**src/design/photon_pkg.sv**
```systemverilog
package photon_pkg;

    ////////////////////////////////////////////////////////////////////////////
    // Measurement types.
    ////////////////////////////////////////////////////////////////////////////

    // Photon count for one sync period.
    // It wraps modulo 2^16.
    typedef logic [15:0] count_t;

    // One UART payload byte.
    typedef logic [7:0] byte_t;

    ////////////////////////////////////////////////////////////////////////////
    // UART framing.
    ////////////////////////////////////////////////////////////////////////////

    // 133.33 MHz / 115200 baud, rounded.
    localparam int BAUD_DIV_DEFAULT = 1157;

    // Start, eight data bits, stop.
    localparam int UART_FRAME_BITS = 10;

    // Bytes per reported word.
    // The high byte goes out first.
    localparam int BYTES_PER_COUNT = 2;

    // Line level while idle and during stop.
    localparam logic UART_IDLE_LEVEL = 1'b1;

endpackage

```
**src/design/mem_bus_pkg.sv**
```systemverilog
package mem_bus_pkg;

    ////////////////////////////////////////////////////////////////////////////
    // Count memory bus.
    ////////////////////////////////////////////////////////////////////////////

    // Ring slot address, sized for the largest ring.
    typedef logic [9:0] mem_addr_t;

    // Ring pointer, one bit wider than the slot address.
    // The top bit separates full from empty.
    typedef logic [10:0] ring_ptr_t;

    // Owner of the single memory port.
    typedef enum logic {
        REQ_WRITER = 1'b0, // History writer.
        REQ_READER = 1'b1  // UART reporter.
    } requester_t;

    ////////////////////////////////////////////////////////////////////////////
    // Ring sizing.
    ////////////////////////////////////////////////////////////////////////////

    // Full array, 1024 slots.
    localparam int RING_DEPTH_DEFAULT = 1024;

    // Slots in the storage array.
    localparam int MEM_WORDS = 1024;

endpackage

```
**src/design/mem_arbiter.sv**
```systemverilog
module mem_arbiter (
    input  logic                   clk_133MHz_210,
    input  logic                   rst_n,
    // Write requester.
    input  logic                   wr_req,
    input  mem_bus_pkg::mem_addr_t wr_addr,
    input  photon_pkg::count_t     wr_data,
    output logic                   wr_done,
    // Read requester.
    input  logic                   rd_req,
    input  mem_bus_pkg::mem_addr_t rd_addr,
    output logic                   rd_done,
    output photon_pkg::count_t     rd_data,
    // Memory port.
    output logic                   mem_req,
    output logic                   mem_we,
    output mem_bus_pkg::mem_addr_t mem_addr,
    output photon_pkg::count_t     mem_wdata,
    input  logic                   mem_done,
    input  photon_pkg::count_t     mem_rdata
);
    import mem_bus_pkg::*;

    requester_t owner; // Current owner or the last one while free.
    logic       busy;  // Port granted and done not yet seen.

    ////////////////////////////////////////////////////////////////////////////
    // Grant FSM.
    ////////////////////////////////////////////////////////////////////////////
    always_ff @(posedge clk_133MHz_210 or negedge rst_n) begin
        if (!rst_n) begin
            owner <= REQ_READER; // Writer wins the first tie.
            busy  <= 1'b0;
        end else if (busy) begin
            if (mem_done) begin
                busy <= 1'b0;    // Owner kept as last owner.
            end
        end else if (wr_req && rd_req) begin
            owner <= (owner == REQ_WRITER) ? REQ_READER : REQ_WRITER;
            busy  <= 1'b1;
        end else if (wr_req) begin
            owner <= REQ_WRITER;
            busy  <= 1'b1;
        end else if (rd_req) begin
            owner <= REQ_READER;
            busy  <= 1'b1;
        end
    end

    // Port mux.
    assign mem_req   = busy;
    assign mem_we    = busy && (owner == REQ_WRITER);
    assign mem_addr  = (owner == REQ_WRITER) ? wr_addr : rd_addr;
    assign mem_wdata = wr_data;

    // Done goes back to the owner only.
    assign wr_done = busy && mem_done && (owner == REQ_WRITER);
    assign rd_done = busy && mem_done && (owner == REQ_READER);
    assign rd_data = mem_rdata; // Valid with rd_done.

    // Every memory done reaches exactly one requester.
    a_single_done: assert property (@(posedge clk_133MHz_210) disable iff (!rst_n)
        mem_done |-> $onehot({wr_done, rd_done}));

endmodule

```
**config.mk**
```make
export PLATFORM = sky130hd
export DESIGN_NAME = mem_arbiter
export DESIGN_NICKNAME = d
export VERILOG_FILES = /design/src/design/photon_pkg.sv /design/src/design/mem_bus_pkg.sv /design/src/design/mem_arbiter.sv
export SDC_FILE = /design/constraint.sdc
export NUM_CORES = 1
export LEC_CHECK = 0
export ABC_AREA = 1
export ABC_CLOCK_PERIOD_IN_PS = 850
export BUFFER_PORTS_ARGS = -buffer_cell sky130_fd_sc_hd__buf_2
export CELL_PAD_IN_SITES_DETAIL_PLACEMENT = 0
export CELL_PAD_IN_SITES_GLOBAL_PLACEMENT = 1
export CORE_ASPECT_RATIO = 1.5
export CORE_MARGIN = 8
export CORE_UTILIZATION = 11
export CTS_BUF_LIST = sky130_fd_sc_hd__clkbuf_4 sky130_fd_sc_hd__clkbuf_8
export DETAILED_ROUTE_END_ITERATION = 12
export GPL_ROUTABILITY_DRIVEN = 0
export PLACE_DENSITY = 0.87
export SYNTH_ARGS = -nofsm -noshare
export SYNTH_HDL_FRONTEND = slang
export SYNTH_SLANG_ARGS = --single-unit
```
**constraint.sdc**
```tcl
create_clock -name clk_133MHz_210 -period 0.85 [get_ports clk_133MHz_210]
set_input_delay 0.0425 -clock clk_133MHz_210 [delete_from_list [all_inputs] [get_ports clk_133MHz_210]]
set_output_delay 0.0425 -clock clk_133MHz_210 [all_outputs]
set_load 0.005 [all_outputs]
```
==> results.py, run 1 <==
metrics = {
    "outcome": {
        "status": "finished with violations",
        "violations": "setup timing",
    },
    "clock_tree": {
        "clk_pin_slew_ns": 0.03,
        "clock-sinks": 2,
        "clk_latency_ns": 0.21,
        "cts_buffers": 3,
        "htree_levels": 1,
        "cts_tree": "built",
        "clockBufferDepth": 2,
        "cts_root_buffer": "clkbuf_8",
    },
    "finish": {
        "drive_gt1_frac": 0.574,
        "nFillCells": 487,
        "diodes": 0,
        "final_cell_count_no_fill": 140,
        "nNetsFinal": 152,
        "finalInstanceArea_um2": 584,
        "syn_to_final_growth_pct": 19.4,
    },
    "floorplan": {
        "core-area_um2": 4250,
        "top_level_ports": 103,
        "die_y_um": 97.7,
        "start_util": 0.115,
        "die_x_um": 70.5,
        "die_area_um2": 6880,
        "rows": 29,
    },
    "detailed_routing": {
        "dr_total_vias": 479,
        "drc_errors": 0,
        "drt-wirelength-per-cell_um": 12.2,
        "first_iter_violations": 1,
        "viasPerCell": 3.42,
        "drt_first_pass_iters": 2,
        "ant_nets": 0,
        "drt-total-wl_um": 1710,
    },
    "sta": {
        "slew_viol_final": 0,
        "rsz0062_at_grt": "true",
        "clock_skew_ns": 0.00484,
        "max_freq_mhz": 850,
        "fin_ws_ns": -0.327,
        "hold_viol": 0,
        "setup_violations": 14,
        "fin_crit_sh": 1.38,
        "worst-slew-pin-transition_ns": 0.170,
        "slew_headroom": 0.887,
        "post-route-min-period_ns": 1.18,
    },
    "logic_synthesis": {
        "syn-instance-count": 81,
        "syn_area_um2": 489,
        "yosys_warnings": 0,
        "synth_seq_cells": 2,
        "synth_seq_area_share": 0.105,
        "postSynthAreaPerCell_um2": 6.04,
        "synth_nets": 138,
        "synth.distinct_cells": 11,
    },
    "hold_path": {
        "whs_endpoint": "owner",
        "hp-start": "rd_req",
        "hold_class": "in -> reg",
        "holdPathStages": 3,
    },
    "critical_path": {
        "cp.arrival_ns": 1.13,
        "startpoint_type": "flip-flop",
        "crit_fanout": 4,
        "crit_type": "reg -> out",
        "reg2reg_from": "owner",
        "worstSetupStartpoint": "owner",
        "rrSetupSlack_ns": -0.15,
        "end_kind": "output port",
        "reg2regPathDepth": 5,
        "cp.required_ns": 0.81,
        "r2r_end": "owner",
    },
    "power_and_ir_drop": {
        "p_leak_nw": 0.361,
        "irDropWorstVdd_uv": 859,
        "p_int_mw": 1.01,
        "power_frac_clock": 0.260,
        "swShare": 0.393,
        "power_frac_comb": 0.609,
        "power_frac_seq": 0.131,
        "power.density_nw_per_um2": 2860,
        "p_total_mw": 1.67,
        "switchingPower_mw": 0.657,
    },
    "global_route": {
        "grt_pass1_wl_um": 2400,
        "grt_antenna_before_repair": 0,
        "grt_pass1_vias": 473,
        "grt_use_total": 0.0457,
        "grt_overflow_total": 0,
        "grt_max_degree": 12,
    },
    "run": {
        "max_cap_violations": 0,
    },
    "placement": {
        "post-place-ws_ns": -0.117,
        "placed_cells": 134,
        "io_buffers": 38,
        "hpwl_um": 1460,
        "placed_cell_area_um2": 497,
    },
}
==> cells in the mapped netlist <==
library cell	instances	area (um^2)
nand2_1	36	135
buf_4	32	240
nor2_1	3	11.3
buf_6	2	22.5
inv_2	2	7.51
dfrtp_1	1	25.0
dfstp_2	1	26.3
inv_1	1	3.75
nand2_2	1	6.26
nand3_1	1	5.00
nor2_2	1	6.26
==> per-stage QoR <==
stage,util,hold slack (ns),setup TNS [ns]
after floorplan,-,-0.253,-0.201
after global placement,0.117,-0.169,-0.960
after detailed placement,0.117,-0.163,-1.21
after CTS,0.131,0.0463,-4.15
after global routing,0.138,0.0451,-4.99
final,0.138,0.0376,-4.18
==> worst max-delay path, stage by stage, from the launching register on <==
cell     delay (ns)
dfstp_2        0.58
buf_4          0.14
nand2_1        0.04
nand2_1        0.05
buf_2          0.11
==> power groups by stage <==
stage,Combinational (mW),Sequential (mW),Clock (mW)
4_1_cts,0.948,0.202,0.445
3_5_place_dp,0.941,0.202,0
3_3_place_gp,0.943,0.196,0
5_1_grt,1.15,0.233,0.450
6_report,1.02,0.218,0.434
2_1_floorplan,0.633,0.208,0
==> sequential cells by signal (all words and copies together), names as in the netlist <==
register	cells
mem_req	1
owner	1
==> how the worst max path moves through the flow <==
stage | to
floorplan | rd_done
global placement | mem_addr[5]
detailed placement | mem_addr[7]
CTS | mem_addr[7]
global route | mem_addr[7]
finish | mem_addr[7]
==> timing repair <==
item / in CTS / in global routing
hold endpoints to repair: 2 / 0
setup buffers: 0 / 1
gates cloned: 0 / 0
endpoints found under the setup margin: 14 / 14
pin swaps: 0 / 4
resized for setup: 0 / 7
hold buffers: 1 / 0
==> metal layers <==
metal	wire, um	GRT usage	vias to the layer above
li1	-	-	234
met1	495	0.0270	179
met2	606	0.0629	38
met3	394	0.0389	28
met4	210	0.0761	0
met5	0	0	-
==> cell families after synthesis <==
kind of cell,count (synthesis),share of synthesized area
flip-flops,2,0.105
buffers and inverters,37,0.560
AND/OR/NAND/NOR,42,0.335
==> cell usage in the layout, fill, tap and decap left out <==
cell type,n
nor2_2,2
inv_4,1
nand2_2,3
buf_4,1
inv_2,1
buf_2,38
nand2_1,34
inv_1,1
dlygate4sd3_1,1
dfstp_2,1
nand3_1,1
clkbuf_8,3
buf_6,3
nor2_1,2
dfrtp_1,1
clkbuf_4,1
==> area by class of cell <==
cell class              instances  area, um^2  share of cell area
clock buffers                   4        48.8              0.0835
inverters                       3        13.8              0.0236
multi-input cells              42         171               0.293
flip-flops and latches          2        51.3              0.0878
well taps                      46        57.6              0.0985
repair buffers                 43         241               0.413
(Power assumes the default switching activity.)
==> run 2, diff against run 1 <==
--- a/config.mk
+++ b/config.mk
@@ -7,16 +7,15 @@
 export LEC_CHECK = 0
 export ABC_AREA = 1
 export ABC_CLOCK_PERIOD_IN_PS = 850
-export BUFFER_PORTS_ARGS = -buffer_cell sky130_fd_sc_hd__buf_2
 export CELL_PAD_IN_SITES_DETAIL_PLACEMENT = 0
 export CELL_PAD_IN_SITES_GLOBAL_PLACEMENT = 1
-export CORE_ASPECT_RATIO = 1.5
 export CORE_MARGIN = 8
-export CORE_UTILIZATION = 11
+export CORE_UTILIZATION = 29
 export CTS_BUF_LIST = sky130_fd_sc_hd__clkbuf_4 sky130_fd_sc_hd__clkbuf_8
 export DETAILED_ROUTE_END_ITERATION = 12
+export DONT_BUFFER_PORTS = 1
 export GPL_ROUTABILITY_DRIVEN = 0
-export PLACE_DENSITY = 0.87
+export PLACE_DENSITY = 0.86
 export SYNTH_ARGS = -nofsm -noshare
 export SYNTH_HDL_FRONTEND = slang
 export SYNTH_SLANG_ARGS = --single-unit
==> run 2 against run 1 <==
The flow still finishes with violations (setup timing). Combinational power decreased by 16%. Flip-flop and latch count unchanged. Non-clock buffer count decreased by 36. Largest cell class is now multi-input gates.
==> results.py, run 2 (synthesis results as in run 1) <==
metrics = {
    "outcome": {
        "status": "finished with violations",
        "violations": "setup timing",
    },
    "sta": {
        "slew_headroom": 0.906,
        "hold_viol": 0,
        "rsz0062_at_grt": "true",
        "slew_viol_final": 0,
        "post-route-min-period_ns": 1.11,
        "clock_skew_ns": 0.00639,
        "fin_tns_setup_ns": -3.35,
        "fin_ws_ns": -0.264,
        "setup_violations": 14,
        "max_freq_mhz": 898,
        "worst-slew-pin-transition_ns": 0.141,
        "fin_crit_sh": 1.31,
    },
    "detailed_routing": {
        "first_iter_violations": 4,
        "ant_nets": 0,
        "drc_errors": 0,
        "drt-wirelength-per-cell_um": 15.7,
        "dr_total_vias": 349,
        "viasPerCell": 4.65,
        "drt_first_pass_iters": 4,
        "drt-total-wl_um": 1180,
    },
    "critical_path": {
        "end_kind": "output port",
        "rrSetupSlack_ns": -0.19,
        "crit_type": "reg -> out",
        "reg2regPathDepth": 5,
        "startpoint_type": "flip-flop",
        "reg2reg_from": "owner",
        "crit_fanout": 5,
        "cp.arrival_ns": 1.07,
        "cp.required_ns": 0.81,
        "r2r_end": "owner",
    },
    "floorplan": {
        "rows": 15,
        "die_y_um": 57.1,
        "die_x_um": 57.1,
        "start_util": 0.296,
        "top_level_ports": 103,
        "core-area_um2": 1650,
        "die_area_um2": 3260,
    },
    "placement": {
        "hpwl_um": 879,
        "io_buffers": 0,
    },
    "clock_tree": {
        "cts_root_buffer": "clkbuf_4",
        "clk_latency_ns": 0.23,
        "cts_buffers": 3,
        "cts_tree": "built",
        "clock-sinks": 2,
        "htree_levels": 1,
        "clockBufferDepth": 2,
        "clk_pin_slew_ns": 0.04,
    },
    "power_and_ir_drop": {
        "power.density_nw_per_um2": 3350,
        "irDropWorstVdd_uv": 1540,
        "p_leak_nw": 0.210,
        "p_total_mw": 1.37,
    },
    "finish": {
        "nFillCells": 184,
        "nNetsFinal": 116,
        "syn_to_final_growth_pct": -16.6,
        "final_common_cell": "nand2_2",
        "drive_gt1_frac": 0.552,
        "final_cell_mix": "19 x nand2_2, 18 x nand2_1, 4 x clkbuf_4, 4 x dlygate4sd3_1",
        "diodes": 0,
        "utilization": 0.247,
    },
    "hold_path": {
        "hold_class": "in -> async",
    },
    "global_route": {
        "grt_pass1_wl_um": 1710,
        "grt_antenna_before_repair": 0,
        "grt_max_degree": 12,
        "grt_use_total": 0.0643,
        "grt_overflow_total": 0,
        "grt_pass1_vias": 364,
    },
    "run": {
        "max_cap_violations": 0,
    },
}
## run 2: changes by cell type in the layout (fill, tap and decap cells not counted), moves of 2 or more
cell,before,now
dlygate4sd3_1,1,4
clkbuf_8,3,0
nand2_1,34,18
nand2_2,3,19
buf_6,3,1
clkbuf_4,1,4
buf_2,38,0
## run 2: worst max-delay path, stage by stage, from the launching register on
cell and delay, ns:
dfstp_2 0.58, buf_6 0.14, nand2_1 0.05, nand2_1 0.07
## run 2: through the flow
step           area [um^2]  setup slack (ns)  instances  hold WS [ns]
6_report               408            -0.264         75        0.0417
5_1_grt                408            -0.313         75        0.0351
4_1_cts                358            -0.261         75        0.0314
3_5_place_dp           275           -0.0514         66        -0.253
3_3_place_gp           275           -0.0297         66        -0.253
2_1_floorplan          489           -0.0240         81        -0.253
## run 2: worst max-delay path by stage
stage	from	end	slack [ns]
after floorplan	owner	rd_done	-0.02
after global placement	owner	owner	-0.03
after detailed placement	owner	owner	-0.05
after CTS	owner	mem_addr[9]	-0.26
after global routing	owner	mem_addr[5]	-0.31
final	owner	mem_addr[0]	-0.26
## run 2: power by group
part,switching (mW),internal [mW]
logic,0.490,0.371
registers,0.0732,0.156
clock network,0.0693,0.207
total,0.632,0.734
## run 2: area by class of cell
class	count	area, um^2	area share
clock buffer	4	30.0	0.0736
inverter	3	13.8	0.0337
multi-input combinational	42	211	0.518
sequential	2	52.6	0.129
tap	17	21.3	0.0521
timing repair buffer	7	78.8	0.193
## run 2: timing repair
action	4_1_cts	5_1_grt
endpoints found under the setup margin	14	15
endpoints found under the hold margin	4	0
resized for setup	2	20
pin swaps	0	10
gates cloned	0	0
setup buffers	1	0
hold buffers	4	0
## run 2: layer usage
layer	up-vias	GRT usage	part of all wire
met1	152	0.0508	0.29
li1	161	-	-
met5	-	0	0
met4	0	0.0503	0.010
met3	4	0.0377	0.12
met2	32	0.112	0.57
