## src/design/photon_pkg.sv

```systemverilog
package photon_pkg;

    ////////////////////////////////////////////////////////////////////////////
    // Measurement types.
    ////////////////////////////////////////////////////////////////////////////

    // Photon count for one sync period.
    // It wraps modulo 2^16.
    typedef logic [15:0] count_t;

    // One UART payload byte.
    typedef logic [7:0] byte_t;

    ////////////////////////////////////////////////////////////////////////////
    // UART framing.
    ////////////////////////////////////////////////////////////////////////////

    // 133.33 MHz / 115200 baud, rounded.
    localparam int BAUD_DIV_DEFAULT = 1157;

    // Start, eight data bits, stop.
    localparam int UART_FRAME_BITS = 10;

    // Bytes per reported word.
    // The high byte goes out first.
    localparam int BYTES_PER_COUNT = 2;

    // Line level while idle and during stop.
    localparam logic UART_IDLE_LEVEL = 1'b1;

endpackage

```

## src/design/mem_bus_pkg.sv

```systemverilog
package mem_bus_pkg;

    ////////////////////////////////////////////////////////////////////////////
    // Count memory bus.
    ////////////////////////////////////////////////////////////////////////////

    // Ring slot address, sized for the largest ring.
    typedef logic [9:0] mem_addr_t;

    // Ring pointer, one bit wider than the slot address.
    // The top bit separates full from empty.
    typedef logic [10:0] ring_ptr_t;

    // Owner of the single memory port.
    typedef enum logic {
        REQ_WRITER = 1'b0, // History writer.
        REQ_READER = 1'b1  // UART reporter.
    } requester_t;

    ////////////////////////////////////////////////////////////////////////////
    // Ring sizing.
    ////////////////////////////////////////////////////////////////////////////

    // Full array, 1024 slots.
    localparam int RING_DEPTH_DEFAULT = 1024;

    // Slots in the storage array.
    localparam int MEM_WORDS = 1024;

endpackage

```

## src/design/uart_tx.sv

```systemverilog
module uart_tx #(
    parameter int BAUD_DIV = photon_pkg::BAUD_DIV_DEFAULT // Cycles per bit.
) (
    input  logic              clk_133MHz_210,
    input  logic              rst_n,
    input  logic              tx_valid,
    input  photon_pkg::byte_t tx_byte,
    output logic              tx_ready,
    output logic              uart_txd
);
    import photon_pkg::*;

    localparam int BAUD_W = $clog2(BAUD_DIV + 1);
    localparam int IDX_W  = $clog2(UART_FRAME_BITS);

    logic                       busy;
    logic [BAUD_W-1:0]          baud_cnt; // Cycles into current bit.
    logic [IDX_W-1:0]           bit_idx;  // 0 is start, last is stop.
    logic [UART_FRAME_BITS-2:0] shreg;    // Data bits, then stop.
    logic                       bit_end;

    assign bit_end  = (baud_cnt == BAUD_W'(BAUD_DIV - 1));
    assign tx_ready = !busy;

    always_ff @(posedge clk_133MHz_210 or negedge rst_n) begin
        if (!rst_n) begin
            busy     <= 1'b0;
            baud_cnt <= '0;
            bit_idx  <= '0;
            uart_txd <= UART_IDLE_LEVEL;
        end else if (!busy) begin
            if (tx_valid) begin
                busy     <= 1'b1;
                baud_cnt <= '0;
                bit_idx  <= '0;
                uart_txd <= 1'b0;                           // Start bit.
            end
        end else if (bit_end) begin
            baud_cnt <= '0;
            if (bit_idx == IDX_W'(UART_FRAME_BITS - 1)) begin
                busy <= 1'b0;                               // Stop bit done.
            end else begin
                uart_txd <= shreg[0];                       // LSB first.
                bit_idx  <= bit_idx + 1'b1;
            end
        end else begin
            baud_cnt <= baud_cnt + 1'b1;
        end
    end

    always_ff @(posedge clk_133MHz_210) begin
        if (tx_valid && tx_ready) begin
            shreg <= {UART_IDLE_LEVEL, tx_byte};
        end else if (busy && bit_end) begin
            shreg <= shreg >> 1;
        end
    end

    a_idle_high: assert property (@(posedge clk_133MHz_210) disable iff (!rst_n)
        tx_ready |-> uart_txd);

endmodule

```

## src/design/uart_reporter.sv

```systemverilog
module uart_reporter #(
    parameter int RING_DEPTH = mem_bus_pkg::RING_DEPTH_DEFAULT,
    parameter int BAUD_DIV   = photon_pkg::BAUD_DIV_DEFAULT
) (
    input  logic                   clk_133MHz_210,
    input  logic                   rst_n,
    input  mem_bus_pkg::ring_ptr_t wr_ptr,
    input  logic                   rd_done,
    input  photon_pkg::count_t     rd_data,
    output logic                   rd_req,
    output mem_bus_pkg::mem_addr_t rd_addr,
    output mem_bus_pkg::ring_ptr_t rd_ptr,
    output logic                   uart_txd
);
    import photon_pkg::*;
    import mem_bus_pkg::*;

    typedef enum logic [1:0] {ST_IDLE, ST_READ, ST_HIGH, ST_LOW} rep_state_t;

    localparam mem_addr_t SLOT_MASK = mem_addr_t'(RING_DEPTH - 1);

    rep_state_t state;
    count_t     word;     // Entry being sent.
    logic       tx_valid;
    logic       tx_ready;
    byte_t      tx_byte;

    assign rd_req   = (state == ST_READ);
    assign rd_addr  = mem_addr_t'(rd_ptr) & SLOT_MASK;
    assign tx_valid = (state == ST_HIGH) || (state == ST_LOW);
    assign tx_byte  = (state == ST_HIGH) ? word[15:8] : word[7:0]; // High first.

    always_ff @(posedge clk_133MHz_210 or negedge rst_n) begin
        if (!rst_n) begin
            state  <= ST_IDLE;
            rd_ptr <= '0;
        end else begin
            case (state)
                ST_IDLE: if (rd_ptr != wr_ptr) state <= ST_READ; // Unreported entry.
                ST_READ: if (rd_done) begin
                    rd_ptr <= rd_ptr + 1'b1;                    // Slot freed.
                    state  <= ST_HIGH;
                end
                ST_HIGH: if (tx_ready) state <= ST_LOW;
                ST_LOW:  if (tx_ready) state <= ST_IDLE;
                default: state <= ST_IDLE;
            endcase
        end
    end

    always_ff @(posedge clk_133MHz_210) begin
        if (state == ST_READ && rd_done) begin
            word <= rd_data;
        end
    end

    uart_tx #(.BAUD_DIV(BAUD_DIV)) i_uart_tx (
        .clk_133MHz_210 (clk_133MHz_210),
        .rst_n          (rst_n),
        .tx_valid       (tx_valid),
        .tx_byte        (tx_byte),
        .tx_ready       (tx_ready),
        .uart_txd       (uart_txd)
    );

endmodule

```

## config.mk

```make
export PLATFORM = sky130hd
export DESIGN_NAME = uart_reporter
export DESIGN_NICKNAME = d
export VERILOG_FILES = /design/src/design/photon_pkg.sv /design/src/design/mem_bus_pkg.sv /design/src/design/uart_tx.sv /design/src/design/uart_reporter.sv
export SDC_FILE = /design/constraint.sdc
export NUM_CORES = 1
export LEC_CHECK = 0
export ABC_CLOCK_PERIOD_IN_PS = 2710
export BUFFER_PORTS_ARGS = -buffer_cell sky130_fd_sc_hd__buf_4
export CAP_MARGIN = 40
export CORE_UTILIZATION = 53
export CTS_CLUSTER_DIAMETER = 40
export CTS_CLUSTER_SIZE = 40
export DETAILED_ROUTE_END_ITERATION = 7
export GPL_TIMING_DRIVEN = 0
export PLACE_DENSITY = 0.76
export SLEW_MARGIN = 0
export SYNTH_ARGS = -nofsm -noshare
export SYNTH_HDL_FRONTEND = slang
export SYNTH_SLANG_ARGS = --single-unit
```

## constraint.sdc

```tcl
create_clock -name clk_133MHz_210 -period 2.71 [get_ports clk_133MHz_210]
set_input_delay 0.1355 -clock clk_133MHz_210 [delete_from_list [all_inputs] [get_ports clk_133MHz_210]]
set_output_delay 0.1355 -clock clk_133MHz_210 [all_outputs]
set_load 0.02 [all_outputs]
```

==> results.md, run 1 <==
* Area contributors post-synth: dfrtp_1 (26%), edfxtp_1 (26%), xnor2_1 (6.1%), ha_1 (4.6%), mux2i_1 (4.0%)
* Effective utilization at floorplan at 0.5652
* #FFs+latches synth at 55
* Antenna Diode Count at 0
* Cell variety after synth at 45
* Relative slew slack at 0.5753
* GPL Wtd Cong at 0.8597
* Post-route antenna net violation count at 0
* Core Region at 0.004848 mm^2
* Setup Skew at 7.905 ps
* Worst VDD drop at 0.0006522 V
* R2r setup slk at 550 ps
* Critical path arrival at 2120 ps
* Max-cap viol count at 0
* Clock-pin transition on the worst setup and hold timing paths at 100 ps
* Final setup viols at 0
* Slowest cell delay on critical path at 490 ps
* Syn nets at 275
* Bufs and invs on worst path at 1
* Worst EP required at 2670 ps
* Vias in the first global route at 1981
* # nets final at 352
* Num rows at 25
* RSZ-0062 raised after global routing: no
* Worst Setup End Kind: register
* DP Area at 0.003226 mm^2
* R2R Path Start: i_uart_tx.baud_cnt[8]
* Post-synth ARST share at 0.5455
* Layout area overhead at 27.31%
* CTS Root Cell: clkbuf_8
* Slowest CP cell: nor2_1
* Setup ws final at 546.6 ps
* I/O Pins at 53
* Routed WL at 5424 um
* Routed vias at 1959
* FF-to-FF End: i_uart_tx.shreg[1]
* Crit start category: register
* Sequential element share of the synthesized area at 0.5447
* Setup repair bufs after CTS at 0
* Input/output buffers at 52
* Crit path max fanout at 10
* Vias per cell at 5.155
* Final period utilization at 0.7983
* 1st-iter DRT viols at 71
* Post-DR wirelength/cell at 14.27 um
* Mean Syn Cell Area at 11.66 um^2
* Multi-input logic area at 0.001105 mm^2
* Min Tclk post-route at 2163 ps
* Final routed DRC violation total at 0
* Outcome: finished, final reports clean
* Initial antenna violation count at 0
* TritonCTS buffer count at 5
* R2R cell count at 4
* Worst-Skew Late Latency at 310 ps
* Max Freq at 462.2 MHz
* Global Route Usage Sum at 0.2263
* CP delay by family, top: simple AND/OR/NAND/NOR gates
* Max Slew Vio Count at 0
* Top FF cell, synth: dfrtp_1
* Hold Path Class: primary input to asynchronous set/reset pin
* Synthesized area at 0.002740 mm^2
* Most common cell in the synthesized netlist: dfrtp_1
* Design Area, Final at 0.003488 mm^2
* First-pass GRT wire length at 9163 um
* Die Ht at 73.91 um
* Cell Chain, Critical Path: nor4b_4 -> a31oi_4 -> buf_6 -> nor2_1
* Synth top area share at 0.2648
* Die ar. at 0.005462 mm^2
* H-Tree Depth at 2
* Origin of the worst setup path: i_uart_tx.baud_cnt[8]
* Die Span X at 73.91 um
* PD cells at 735.9 mW/mm^2
* Reg area at 0.001493 mm^2
* Worst slack, placed at 549.4 ps
* Lkg Pwr at 1.554 nW
* Share of cells above drive strength 1 at 0.2684
* Synth cell count leaders: dfrtp_1 (29), edfxtp_1 (24), nand2_1 (22)
* CTS tree: done
* EDFF count, synth at 24
* Worst Tran Pin Value at 634.7 ps
* Grt total ovfl at 0
* Critical path class: register to register
* Synth Instances at 235
* Filler cell count at 356
* Final HPWL DP at 3603 um
* CTS max path bufs at 2
* Post-synth top area cell: dfrtp_1
* DR pass1 iterations at 4
* Largest net degree at the start of global routing at 31
* Final hold viol count at 0
* Synth warnings at 0
* Setup TNS at 0 ps
* Clock Sink Count at 55
==> power breakdown <==
part	internal, mW	switching, mW
combinational	0.444	0.459
sequential	1.03	0.168
clock	0.187	0.277
==> metal layers <==
layer / routed length [um] / global-route usage
met5: 0 / 0
met3: 227 / 0.04390
met4: 79 / 0.07692
met1: 2372 / 0.2869
met2: 2745 / 0.3879
==> layout make-up <==
cell class                 count  area share
buffer                        16     0.03121
tap                           67     0.02403
sequential                    55      0.4279
clock buffer                   5     0.01973
clock inverter                 3    0.006815
multi-input combinational    155      0.3167
timing repair buffer          70      0.1639
inverter                       9    0.009684
==> sequential cells by signal (all words and copies together) (netlist names) <==
register	count
i_uart_tx.baud_cnt	11
i_uart_tx.bit_idx	4
i_uart_tx.busy	1
i_uart_tx.shreg	9
i_uart_tx.uart_txd	1
rd_ptr	11
state	2
word	16
==> cell usage in the layout, fill, tap and decap left out, types with 6 or more instances in the layout <==
cell type      count
and3_1             6
buf_4             62
nand3_1            6
inv_1              9
nor2_1             8
o21ai_0           12
mux2i_1           11
ha_1              10
dfrtp_1           29
edfxtp_1          24
xor2_1             6
dlygate4sd3_1     17
a21oi_1            9
xnor2_1           19
nand2_1           22
==> cell families after synthesis <==
| group | Yosys count | share of synthesized area |
|---|---|---|
| xor+xnor | 25 | 0.07991 |
| simple gates | 67 | 0.1352 |
| compound gates | 39 | 0.08996 |
| buf+inv | 25 | 0.05205 |
| fa+ha+maj | 10 | 0.04566 |
| mux | 14 | 0.05251 |
| flops | 55 | 0.5448 |
==> how the worst max path moves through the flow <==
| stage | slack, ps | cells after the start | end |
|---|---|---|---|
| 2_1_floorplan | 690 | 5 | rd_ptr[1] |
| 3_3_place_gp | 550 | 4 | i_uart_tx.shreg[4] |
| 3_5_place_dp | 550 | 4 | i_uart_tx.shreg[5] |
| 4_1_cts | 540 | 4 | i_uart_tx.shreg[7] |
| 5_1_grt | 390 | 4 | i_uart_tx.shreg[2] |
| 6_report | 550 | 4 | i_uart_tx.shreg[1] |
==> what timing repair did <==
item | CTS | global route
resized for setup | 0 | 0
setup endpoints to repair | 0 | 0
hold endpoints to repair | 43 | 2
hold buffers | 15 | 2
==> metrics by stage <==
step,util,instances,power (mW),hold WS (ps)
finish,0.7195,380,2.567,283.3
global route,0.7195,380,2.741,318.8
CTS,0.7154,378,2.563,0.1270
detailed placement,0.6653,355,2.089,88.57
global placement,0.6630,354,2.051,85.47
floorplan,-,235,1.788,-160.1
No activity file was read; power rests on OpenSTA's default activity.
==> run 2, diff against run 1 <==
- ABC_CLOCK_PERIOD_IN_PS: 2710 -> 1800
- CORE_UTILIZATION: 53 -> 50
- PLACE_DENSITY: 0.76 -> 0.75
- clock period: 2.71 -> 1.8 ns (I/O delays scaled with it)
==> run 2 against run 1 <==
Compared with the run above: count of clock-buffer cells in the layout did not move; clock power rose by 63%; highest routed layer unchanged; combinational power rose by 64%.
==> results.md, run 2 (synthesis gave the netlist of run 1 again) <==
* Post-route antenna net violation count at 0 (unchanged)
* Non-Filler Instances at 390 (+2.6%)
* Die Ht at 76.03 um (+2.9%)
* Worst VDD drop at 0.0008440 V (+29%)
* Vias in the first global route at 2141 (+8.1%)
* Outcome: finished, final reports clean
* Initial antenna violation count at 0 (unchanged)
* Design Area, Final at 0.003605 mm^2 (+3.3%)
* I/O Pins at 53 (unchanged)
* Critical path class: register to register
* 1st-iter DRT viols at 73 (+2.8%)
* First-pass GRT wire length at 10130 um (+11%)
* Lkg Pwr at 1.597 nW (+2.8%)
* Final setup viols at 0 (unchanged)
* Most Crowded Layer GR: met2
* Largest reg by FF count: word
* Core Region at 0.005205 mm^2 (+7.4%)
* Effective utilization at floorplan at 0.5264 (-0.03872)
* PD cells at 1127 mW/mm^2 (+53%)
* Clock Sink Count at 55 (unchanged)
* CTS max path bufs at 2 (unchanged)
* Global Route Usage Sum at 0.2202 (-0.006079)
* Die ar. at 0.005781 mm^2 (+5.8%)
* Met3 Track Usage GR at 0.04790 (+0.004008)
* DP Area at 0.003222 mm^2 (-0.12%)
* Met2 Use GR at 0.4000 (+0.01212)
* Grt total ovfl at 0 (unchanged)
* Post-Route Utilization at 0.6925 (-0.02694)
* Min Tclk post-route at 1754 ps (-409.0 ps)
* WHS at 190.8 ps (-92.44 ps)
* H-Tree Depth at 2 (unchanged)
* Met1 Use GR at 0.2637 (-0.02321)
* Crit path max fanout at 8 (-2)
* Worst EP required at 1810 ps (-860 ps)
* Routed WL at 6035 um (+11%)
* Worst-Skew Late Latency at 320 ps (about the same)
* Clock-pin transition on the worst setup and hold timing paths at 120 ps (+20 ps)
* DR pass1 iterations at 4 (unchanged)
* Worst slack, placed at -204.5 ps (-753.9 ps)
* Commonest non-fill, non-tap cell in the layout: buf_4
* Top Registers: word (16), i_uart_tx.baud_cnt (11), rd_ptr (11)
* Hold Path Class: primary input to register
* Final HPWL DP at 3954 um (+9.8%)
* Share of cells above drive strength 1 at 0.3250 (+0.05663)
* Layout area overhead at 31.55%
* Largest net degree at the start of global routing at 31 (unchanged)
* Largest register FFs at 16 (unchanged)
* Vias per cell at 5.279 (+2.4%)
* Most frequent cells in the layout: buf_4 (71), dfrtp_1 (28), edfxtp_1 (24)
* TritonCTS buffer count at 5 (unchanged)
* Post-DR wirelength/cell at 15.47 um (+8.4%)
* Relative slew slack at 0.7331 (+0.1577)
* GPL Wtd Cong at 0.8102 (-5.8%)
* Final period utilization at 0.9746 (+0.1764)
* Worst Tran Pin Value at 400.4 ps (-234.3 ps)
* CTS tree: done
* Die Span X at 76.03 um (+2.9%)
* Antenna Diode Count at 0 (unchanged)
* CTS Root Cell: clkbuf_8
* Max Slew Vio Count at 0 (unchanged)
* Input/output buffers at 52 (unchanged)
* RSZ-0062 raised after global routing: yes
* Critical path arrival at 1760 ps (-360 ps)
* Setup ws final at 45.64 ps (-501.0 ps)
* Routed vias at 2059 (+5.1%)
* Placed instance count at 357 (+0.56%)
* Max Freq at 570.0 MHz (+23%)
* Worst Setup End Kind: register
* Setup Skew at 10.52 ps (+2.615 ps)
* Setup TNS at 0 ps (unchanged)
* Final routed DRC violation total at 0 (unchanged)
* Final hold viol count at 0 (unchanged)
* Max-cap viol count at 0 (unchanged)
* # nets final at 359 (+2.0%)
* Crit start category: register
* Num rows at 26 (+4.0%)
* Pwr Total at 4.061 mW (+58%)
[run 2: cell types whose count changed in the layout (fill, tap and decap cells not counted), sizes merged]
cell,change
clkinv,-1
clkinvlp,-1
buf,+6
clkbuf,+1
inv,+2
[run 2: cell type report]
type	count	area [um^2]
Fill cell	389	1600
Sequential cell	55	1494
Multi-Input combinational cell	155	1150
Timing Repair Buffer	77	620.6
Buffer	16	118.9
Tap cell	70	87.58
Clock buffer	5	68.82
Inverter	9	33.78
Clock inverter	3	31.28
[run 2: power breakdown]
part	leakage (nW)	internal [mW]	switching, mW
Sequential	0.609	1.55	0.273
Combinational	0.935	0.725	0.754
Clock	0.0526	0.300	0.456
[run 2: critical path: stages (launching register included)]
cell and delay [ps]:
dfrtp_1 430, inv_2 80, ha_2 170, and4b_4 270, a31oi_4 120, buf_6 170, nor2_4 210
[run 2: timing repair]
action,CTS,global route
hold buffers,17,0
hold endpoints to repair,45,0
resized for setup,3,15
pin swaps,3,2
buffers inserted,6,2
endpoints found under the setup margin,18,23
[run 2: worst paths after layout]
path                            cells past startpoint              endpoint             startpoint  slack, ps
worst max-delay path                                6    i_uart_tx.shreg[4]  i_uart_tx.baud_cnt[0]         50
worst min-delay path                                5              state[0]                rd_done        190
worst max register to register                      6    i_uart_tx.shreg[4]  i_uart_tx.baud_cnt[0]         50
worst min register to register                      2    i_uart_tx.uart_txd     i_uart_tx.uart_txd        500
max in group asynchronous                           2    i_uart_tx.uart_txd                  rst_n       1240
min in group asynchronous                           2  i_uart_tx.bit_idx[0]                  rst_n        240
[run 2: layer usage]
metal / routed length [um] / up-vias
met5: 0 / -
met4: 62 / 0
met3: 268 / 7
met2: 3179 / 57
met1: 2525 / 1002
li1: - / 993
