$ cat src/design/photon_pkg.sv
package photon_pkg;

    ////////////////////////////////////////////////////////////////////////////
    // Measurement types.
    ////////////////////////////////////////////////////////////////////////////

    // Photon count for one sync period.
    // It wraps modulo 2^16.
    typedef logic [15:0] count_t;

    // One UART payload byte.
    typedef logic [7:0] byte_t;

    ////////////////////////////////////////////////////////////////////////////
    // UART framing.
    ////////////////////////////////////////////////////////////////////////////

    // 133.33 MHz / 115200 baud, rounded.
    localparam int BAUD_DIV_DEFAULT = 1157;

    // Start, eight data bits, stop.
    localparam int UART_FRAME_BITS = 10;

    // Bytes per reported word.
    // The high byte goes out first.
    localparam int BYTES_PER_COUNT = 2;

    // Line level while idle and during stop.
    localparam logic UART_IDLE_LEVEL = 1'b1;

endpackage

$ cat src/design/photon_counter.sv
module photon_counter (
    input  logic               clk_133MHz_210,
    input  logic               rst_n,
    input  logic               photon_pulse,   // Async pin.
    input  logic               sync_50Hz,      // Async pin.
    input  logic               count_ready,
    output logic               count_valid,
    output photon_pkg::count_t count,
    output logic               overrun         // Sticky.
);
    import photon_pkg::*;

    logic [2:0] photon_sr;   // Two sync flops then the edge register.
    logic [2:0] sync_sr;
    logic       photon_rise;
    logic       sync_rise;
    logic       primed;      // A sync edge has opened a period.
    logic       period_end;
    count_t     period_cnt;  // Running count of the current period.

    assign photon_rise = photon_sr[1] & ~photon_sr[2];
    assign sync_rise   = sync_sr[1] & ~sync_sr[2];
    // The first sync edge after reset only opens a period.
    assign period_end  = sync_rise & primed;

    ////////////////////////////////////////////////////////////////////////////
    // Synchronizers, period counter and output handshake.
    ////////////////////////////////////////////////////////////////////////////
    always_ff @(posedge clk_133MHz_210 or negedge rst_n) begin
        if (!rst_n) begin
            photon_sr   <= '0;
            sync_sr     <= '0;
            period_cnt  <= '0;
            primed      <= 1'b0;
            count_valid <= 1'b0;
            overrun     <= 1'b0;
        end else begin
            photon_sr <= {photon_sr[1:0], photon_pulse};
            sync_sr   <= {sync_sr[1:0], sync_50Hz};
            if (sync_rise) begin
                primed     <= 1'b1;
                period_cnt <= count_t'(photon_rise); // Same-cycle photon is new period.
            end else if (photon_rise) begin
                period_cnt <= period_cnt + 1'b1;     // Wraps.
            end
            if (period_end) begin
                count_valid <= 1'b1;
                if (count_valid && !count_ready) begin
                    overrun <= 1'b1;                 // Pending result lost.
                end
            end else if (count_ready) begin
                count_valid <= 1'b0;                 // Taken by the writer.
            end
        end
    end

    // Latch the closed period.
    always_ff @(posedge clk_133MHz_210) begin
        if (period_end) begin
            count <= period_cnt;
        end
    end

    // A waiting result stays put unless an overrun replaced it.
    a_count_hold: assert property (@(posedge clk_133MHz_210) disable iff (!rst_n)
        count_valid && !count_ready |=> count_valid && ($stable(count) || overrun));

endmodule

$ cat config.mk
export PLATFORM = sky130hd
export DESIGN_NAME = photon_counter
export DESIGN_NICKNAME = d
export VERILOG_FILES = /design/src/design/photon_pkg.sv /design/src/design/photon_counter.sv
export SDC_FILE = /design/constraint.sdc
export NUM_CORES = 1
export LEC_CHECK = 0
export ABC_AREA = 0
export BUFFER_PORTS_ARGS = -buffer_cell sky130_fd_sc_hd__buf_2
export CORE_UTILIZATION = 42
export CTS_BUF_LIST = sky130_fd_sc_hd__clkbuf_8
export DETAILED_ROUTE_END_ITERATION = 8
export PLACE_DENSITY_LB_ADDON = 0.08
export SYNTH_ARGS = -nofsm -noshare
export SYNTH_HDL_FRONTEND = slang
export SYNTH_SLANG_ARGS = --single-unit
export TNS_END_PERCENT = 1
$ cat constraint.sdc
create_clock -name clk_133MHz_210 -period 3.7 [get_ports clk_133MHz_210]
set_input_delay 0.185 -clock clk_133MHz_210 [delete_from_list [all_inputs] [get_ports clk_133MHz_210]]
set_output_delay 0.185 -clock clk_133MHz_210 [all_outputs]
set_load 0.01 [all_outputs]
==> results by group, run 1 <==
STA
  • Max-slew headroom at the worst pin: 0.552
  • Share of the clock period used by the worst path: 0.507
  • Pin slew with the least headroom to its limit: 0.671 ns
  • Layout Skew: 0.00302 ns
  • Setup repair after global routing missed its margin: no
  • Minimum setup slack in the final design: 1.83 ns
  • Maximum clock rate: 534 MHz
  • Final number of max-transition violations: 0
  • Worst hold slack across all endpoints: 0.0856 ns
  • Accumulated negative setup slack: 0 ns
  • Final critical path time including I/O delays and setup: 1.87 ns
  • Final number of hold-violating endpoints: 0
  • Setup Viol. Count Final: 0

Placement
  • Number of buffers added on ports: 22
  • RD Place Congestion: 0.743
  • Sum of net half-perimeters after detailed placement: 1740 µm
  • Post-Place Setup Slack: 1.80 ns

Finish
  • Layout overhead on the synthesized area: 18.1%
  • Fraction of final layout cells with drive strength greater than 1: 0.234
  • # diodes: 0
  • Multi-input logic area: 430 µm²
  • FF/Latch Area: 1110 µm²
  • Final layout net count: 150
  • Post-route core utilization: 0.533
  • Fillers: 322

Floorplanning
  • Height of the die: 62.8 µm
  • Core area: 3440 µm²
  • Die boundary width: 62.8 µm
  • Starting utilization of the core area: 0.451
  • Top Ports: 23
  • Die ar.: 3940 µm²
  • Total number of placement rows: 21

Worst setup path
  • Number of logic stages on the critical path including buffering: 5
  • Slowest stage cell, crit path: or4_4
  • Gate family responsible for the most delay along the worst path: simple AND/OR/NAND/NOR gates
  • Flop2flop setup slack: 1.83 ns
  • Startpoint kind of the worst setup timing path: flop
  • Largest driver fanout on the critical path: 8
  • CP required: 3.91 ns
  • CP arrival: 2.09 ns
  • Worst flop-to-flop path endpoint: period_cnt[12]
  • Reg-to-Reg Start: period_cnt[0]
  • Nature of the critical path endpoint: flop
  • Critical-path cell list: ha_1 -> nand4b_1 -> or4_4 -> or3_1 -> a21oi_1
  • Stage delay of the slowest cell on the critical path: 0.48 ns
  • Count of cells along the worst register-to-register path: 5
  • Critical setup path kind: flop to flop
  • Critical path buffer and inverter count: 0

Detailed routing
  • Number of detailed-route iterations in the first pass: 3
  • DRC violation count after routing: 0
  • Drt via density: 5.10
  • Drt total wl: 2560 µm
  • Number of DRC markers in iteration 0: 34
  • Total via count after detailed routing: 974
  • Average routed wire per standard cell: 13.4 µm
  • Antenna violation net count after detailed routing: 0

Clock network
  • Number of buffers between clock root and the deepest sink: 2
  • CTS H-tree depth: 2
  • Clock Latency Late Sink: 0.29 ns
  • Clock tree from TritonCTS: built
  • Postcts setup bufs: 0
  • Reg clk slew, reported paths: 0.07 ns
  • Clock Root Buffer: clkbuf_8
  • TritonCTS buffer count: 5
  • Clk sinks: 41

Logic synthesis
  • Portion of synthesized cell area occupied by the leading cell type: 0.403
  • Cell type with the highest aggregate area in the netlist: dfrtp_1
  • Number of nets in the synthesized netlist: 118
  • Prevailing post-synth register cell: dfrtp_1
  • Basic-gate share of the synthesized area counting and, or, nand and nor cells: 0.156
  • Largest family of logic cells by synthesized area: simple AND/OR/NAND/NOR gates
  • Number of synthesized register bits: 41
  • Area contributors post-synth: dfrtp_1 (40%), edfxtp_1 (31%), xor2_1 (3.4%)
  • Cell area after technology mapping: 1550 µm²
  • Average footprint of a synthesized cell: 13.9 µm²
  • Area fraction in compound gates after synthesis: 0.0613
  • Cells after synthesis: 112
  • Yosys warns: 0
  • Fraction of synthesis flops using an asynchronous set or reset pin: 0.610
  • Synth Area in Adders: 0.00806
  • Distinct cell type count after synthesis: 31
  • Fraction of synthesized area in multiplexers: 0.00645
  • Synthesized-area fraction occupied by xor and xnor cells: 0.0452
  • Sequential area share after synthesis: 0.713
  • EDFF count, synth: 16

Hold path
  • Hold worst-path end: overrun
  • WHS Path Cells: 2
  • Hold/Removal Path Class: input pin to flop
  • Min-delay src: count_ready

Outcome
  • Run status: complete, no violations

Flow run
  • Number of max-capacitance violations reported: 0

Global routing
  • Initial antenna violation count: 0
  • Total global routing overflow: 0
  • Global-route wire length before repair: 4550 µm
  • Via count of the first global-routing pass: 964
  • Largest net degree at the start of global routing: 26
  • Aggregate global-route resource usage: 0.157

Power and ir drop
  • Maximum vdd drop: 220 µV
  • Overall power after layout: 824 µW
  • Power density over cell area: 449 nW/µm²
  • Leakage power: 0.000774 µW
## worst register-to-register path, cell delays in order (launching register included)
cell and delay, ns:
dfrtp_1 0.47, ha_1 0.23, nand4b_1 0.17, or4_4 0.48, or3_1 0.32, a21oi_1 0.14
## registers in the layout, summed over array words and instances, names as in the netlist
signal and flops:
period_cnt 16, sync_sr 3, count 16, photon_sr 3, primed 1, overrun 1, count_valid 1
## repair_timing
| item | CTS | global route |
|---|---|---|
| gates resized for setup | 0 | 0 |
| hold buffers | 3 | 0 |
| hold endpoints to repair | 27 | 0 |
## layer usage
| metal | part of all wire | global-route usage | up-vias |
|---|---|---|---|
| li1 | - | - | 470 |
| met1 | 0.49 | 0.208 | 474 |
| met2 | 0.45 | 0.226 | 26 |
| met3 | 0.041 | 0.0566 | 4 |
| met4 | 0.014 | 0.0814 | 0 |
| met5 | 0 | 0 | - |
## synthesized netlist by cell type, types with 2 or more instances
| master | count |
|---|---|
| nand3_1 | 3 |
| dfrtp_1 | 25 |
| xnor2_1 | 2 |
| or3_1 | 2 |
| o21ai_0 | 5 |
| nand2_1 | 7 |
| nor2b_1 | 2 |
| or4_1 | 2 |
| edfxtp_1 | 16 |
| nand2b_1 | 2 |
| a21oi_1 | 6 |
| xor2_1 | 6 |
| nand4_1 | 5 |
| nor2_1 | 8 |
| o31ai_1 | 3 |
| inv_1 | 3 |
## placed cells by master, fill, tap and decap left out, types with 2 or more instances in the layout
| cell type | instances |
|---|---|
| nor2_1 | 8 |
| nand2b_1 | 2 |
| nand3_1 | 3 |
| xor2_1 | 6 |
| edfxtp_1 | 16 |
| inv_1 | 6 |
| o31ai_1 | 3 |
| dfrtp_1 | 25 |
| or4_1 | 2 |
| nand4_1 | 5 |
| dlygate4sd3_1 | 3 |
| xnor2_1 | 2 |
| or3_1 | 2 |
| buf_2 | 22 |
| nor2b_1 | 2 |
| nand2_1 | 7 |
| clkbuf_8 | 5 |
| o21ai_0 | 5 |
| a21oi_1 | 6 |
## cells by family (layout without fill, tap and decap cells)
logic type / count (synthesis) / count (layout)
buffers and inverters: 4 / 37
multiplexers: 1 / 1
XOR/XNOR: 8 / 8
flip-flops: 41 / 41
AO/OA/AOI/OAI: 16 / 16
AND/OR/NAND/NOR: 41 / 41
adder cells (fa/ha/maj): 1 / 1
## through the flow
step | cell area (µm²) | instances
after floorplan | 1550 | 112
after global placement | 1720 | 180
after detailed placement | 1720 | 180
after CTS | 1830 | 191
after global routing | 1830 | 191
final | 1830 | 191
## final cells by class
type / count / share of cell area
clock buffers: 5 / 0.0375
inverters: 3 / 0.00614
repair buffers: 26 / 0.0805
clock inverters: 3 / 0.00614
multi-input cells: 67 / 0.235
well taps: 46 / 0.0314
flip-flops and latches: 41 / 0.603
## how the worst max path moves through the flow
stage               slack, ns        endpoint          start
floorplan                1.98  period_cnt[14]  period_cnt[0]
global placement         1.88  period_cnt[12]  period_cnt[0]
detailed placement       1.80  period_cnt[12]  period_cnt[0]
CTS                      1.81  period_cnt[14]  period_cnt[0]
global route             1.62  period_cnt[12]  period_cnt[0]
finish                   1.83  period_cnt[12]  period_cnt[0]
## where the power goes
group / internal (µW) / switching [µW]
clock network: 125 / 136
registers: 495 / 15.8
logic: 20.7 / 31.1
No activity file was read; power rests on OpenSTA's default activity.
==> run 2, diff against run 1 <==
- ABC_AREA: 0 -> 1
- clock period: 3.7 -> 1.7 ns (I/O delays scaled with it)
==> results by group, run 2 <==
Power and ir drop
  • Maximum vdd drop: 429 µV (+95%)
  • Power density over cell area: 894 nW/µm² (+99%)
  • Sw power: 402 µW (+120%)
  • Overall power after layout: 1780 µW (+120%)
  • Register share of total power: 0.611 (-0.009)
  • Switching share of total power: 0.226 (+0.00374)
  • Cell internal pwr: 1380 µW (+120%)
  • Logic gate share of total power: 0.063 (about the same)
  • Share of total power in the clock network: 0.326 (+0.009)
  • Leakage power: 0.000925 µW (+19%)

Clock network
  • Postcts setup bufs: 0 (unchanged)
  • Reg clk slew, reported paths: 0.06 ns (about the same)
  • Clock tree from TritonCTS: built
  • Clock Root Buffer: clkbuf_8
  • Clk sinks: 41 (unchanged)
  • TritonCTS buffer count: 5 (unchanged)
  • Number of buffers between clock root and the deepest sink: 2 (unchanged)
  • CTS H-tree depth: 2 (unchanged)
  • Clock Latency Late Sink: 0.29 ns (about the same)

Worst setup path
  • Largest driver fanout on the critical path: 19 (+11)
  • CP required: 1.69 ns (-2.22 ns)
  • Gate family responsible for the most delay along the worst path: simple AND/OR/NAND/NOR gates
  • Critical-path cell list: inv_1 -> nand2_2 -> nor2_1 -> buf_4
  • Startpoint kind of the worst setup timing path: flop
  • Critical setup path kind: flop to flop
  • Stage delay of the slowest cell on the critical path: 0.36 ns (-0.12 ns)
  • Slowest stage cell, crit path: dfrtp_1
  • CP arrival: 1.35 ns (-0.74 ns)
  • Nature of the critical path endpoint: flop
  • Critical path buffer and inverter count: 2 (+2)

Logic synthesis
  • Cell area after technology mapping: 1710 µm² (+10%)
  • Portion of synthesized cell area occupied by the leading cell type: 0.365 (-0.0383)
  • Cell types with the highest counts after synthesis: nand2_1 (41), nor2_1 (29), dfrtp_1 (25)
  • Yosys warns: 0 (unchanged)
  • Number of synthesized register bits: 41 (unchanged)
  • Cells after synthesis: 172 (+54%)
  • EDFF count, synth: 16 (unchanged)
  • Most common cell in the netlist: nand2_1
  • Prevailing post-synth register cell: dfrtp_1
  • Area contributors post-synth: dfrtp_1 (36%), edfxtp_1 (28%), nand2_1 (9.0%)
  • Distinct cell type count after synthesis: 21 (-32%)
  • Number of nets in the synthesized netlist: 178 (+51%)
  • Average footprint of a synthesized cell: 9.97 µm² (-28%)
  • Cell type with the highest aggregate area in the netlist: dfrtp_1
  • Fraction of synthesis flops using an asynchronous set or reset pin: 0.610 (unchanged)
  • Sequential area share after synthesis: 0.645 (-0.0676)

Placement
  • Number of placed instances with taps included: 243 (+35%)
  • Sum of net half-perimeters after detailed placement: 2140 µm (+23%)
  • RD Place Congestion: 0.815 (+9.7%)
  • Number of buffers added on ports: 22 (unchanged)

Global routing
  • Total global routing overflow: 0 (unchanged)
  • Largest net degree at the start of global routing: 26 (unchanged)
  • Initial antenna violation count: 0 (unchanged)
  • Global-route wire length before repair: 5010 µm (+10%)
  • Aggregate global-route resource usage: 0.161 (+0.00387)
  • Via count of the first global-routing pass: 1116 (+16%)

Hold path
  • Hold/Removal Path Class: input pin to flop

Finish
  • Final layout net count: 211 (+41%)
  • Fillers: 351 (+9.0%)
  • # diodes: 0 (unchanged)
  • Fraction of final layout cells with drive strength greater than 1: 0.228 (-0.00633)
  • Layout overhead on the synthesized area: 16.4%
  • Most used cells in the layout excluding fill and tap cells: nand2_1 (41), nor2_1 (29), dfrtp_1 (25)
  • Most common cell after layout, fill and taps aside: nand2_1
  • Non-filler instance count after layout: 254 (+33%)
  • Registers with the most flip-flops: count: 16 flops, period_cnt: 16 flops

Flow run
  • Number of max-capacitance violations reported: 0 (unchanged)

Floorplanning
  • Top Ports: 23 (unchanged)
  • Height of the die: 65.9 µm (+4.9%)
  • Core area: 3800 µm² (+10%)
  • Die boundary width: 65.9 µm (+4.9%)
  • Total number of placement rows: 22 (+4.8%)
  • Starting utilization of the core area: 0.451 (+0.000506)
  • Die ar.: 4340 µm² (+10%)

Detailed routing
  • Drt total wl: 3060 µm (+19%)
  • Drt via density: 4.89 (-4.2%)
  • Total via count after detailed routing: 1241 (+27%)
  • Number of detailed-route iterations in the first pass: 5 (+2)
  • DRC violation count after routing: 0 (unchanged)
  • Antenna violation net count after detailed routing: 0 (unchanged)
  • Average routed wire per standard cell: 12.0 µm (-10%)
  • Number of DRC markers in iteration 0: 61 (+79%)

STA
  • Maximum clock rate: 735 MHz (+38%)
  • Final critical path time including I/O delays and setup: 1.36 ns (-0.514 ns)
  • Setup Viol. Count Final: 0 (unchanged)
  • Share of the clock period used by the worst path: 0.800 (+0.294)
  • Layout Skew: 0.00824 ns (+0.00522 ns)
  • Final number of hold-violating endpoints: 0 (unchanged)
  • Setup repair after global routing missed its margin: no
  • Worst hold slack across all endpoints: 0.105 ns (+0.0198 ns)
  • Accumulated negative setup slack: 0 ns (unchanged)
  • Pin slew with the least headroom to its limit: 0.562 ns (-0.109 ns)
  • Final number of max-transition violations: 0 (unchanged)
  • Max-slew headroom at the worst pin: 0.625 (+0.0732)

Outcome
  • Run status: complete, no violations
==> run 2: changes by cell type in the layout (fill, tap and decap cells not counted), moves of 5 or more <==
cell,delta
nand2_2,+5
nand3_1,+5
xor2_1,-6
nand2_1,+34
inv_1,+15
nor2_2,+5
nor2_1,+21
==> run 2: tightest hold or removal path: stages <==
cell     delay [ns]
buf_2          0.07
inv_1          0.04
nand2_1        0.05
o21ai_0        0.08
==> run 2: area by class of cell <==
| class | instances | area (µm²) | area share |
|---|---|---|---|
| well taps | 48 | 60.1 | 0.0301 |
| multi-input cells | 109 | 515 | 0.258 |
| clock buffers | 5 | 68.8 | 0.0345 |
| flip-flops and latches | 41 | 1110 | 0.554 |
| repair buffers | 27 | 155 | 0.0777 |
| clock inverters | 3 | 11.3 | 0.00564 |
| inverters | 21 | 78.8 | 0.0395 |
==> run 2: cell families (layout without fill, tap and decap cells) <==
kind of cell | Yosys count | in the layout | synth area share
adders and majority gates | 1 | 1 | 0.00730
buffers and inverters | 22 | 56 | 0.0540
and+or+nand+nor | 96 | 96 | 0.255
AOI/OAI and AO/OA | 12 | 12 | 0.0387
DFF | 41 | 41 | 0.645
==> run 2: timing repair <==
item,CTS,global route
gates resized for setup,0,0
endpoints found under the hold margin,27,0
hold buffers,3,0
endpoints found under the setup margin,0,0
==> run 2: stage by stage <==
| stage | util | cell area [µm²] | worst slack [ns] |
|---|---|---|---|
| 6_report | 0.525 | 2000 | 0.340 |
| 5_1_grt | 0.525 | 2000 | 0.202 |
| 4_1_cts | 0.525 | 2000 | 0.337 |
| 3_5_place_dp | 0.496 | 1890 | 0.346 |
| 3_3_place_gp | 0.496 | 1890 | 0.378 |
| 2_1_floorplan | - | 1710 | 0.0596 |
==> run 2: final timing paths <==
| path | startpoint | endpoint | slack [ns] | cells after the start |
|---|---|---|---|---|
| worst max-delay path | sync_sr[2] | count[1] | 0.34 | 4 |
| worst min-delay path | count_ready | count_valid | 0.11 | 4 |
| worst max register to register | sync_sr[2] | count[1] | 0.34 | 4 |
| worst min register to register | photon_sr[0] | photon_sr[1] | 0.36 | 0 |
| max in group asynchronous | rst_n | period_cnt[0] | 1.00 | 2 |
| min in group asynchronous | rst_n | period_cnt[14] | 0.32 | 2 |
==> run 2: power by group through the flow <==
stage          Clock [µW]  Combinational (µW)  Sequential (µW)
2_1_floorplan           0                49.6             1120
6_report              581                 113             1090
3_3_place_gp            0                 109             1110
4_1_cts               601                 116             1090
3_5_place_dp            0                 110             1110
5_1_grt               632                 129             1090
==> run 2: per-layer routing <==
layer	part of all wire	vias up	track usage	routed length [µm]
met5	0	-	0	0
met4	0.024	0	0.0978	72
met3	0.060	8	0.0362	182
met2	0.48	46	0.242	1480
met1	0.43	578	0.209	1320
li1	-	609	-	-
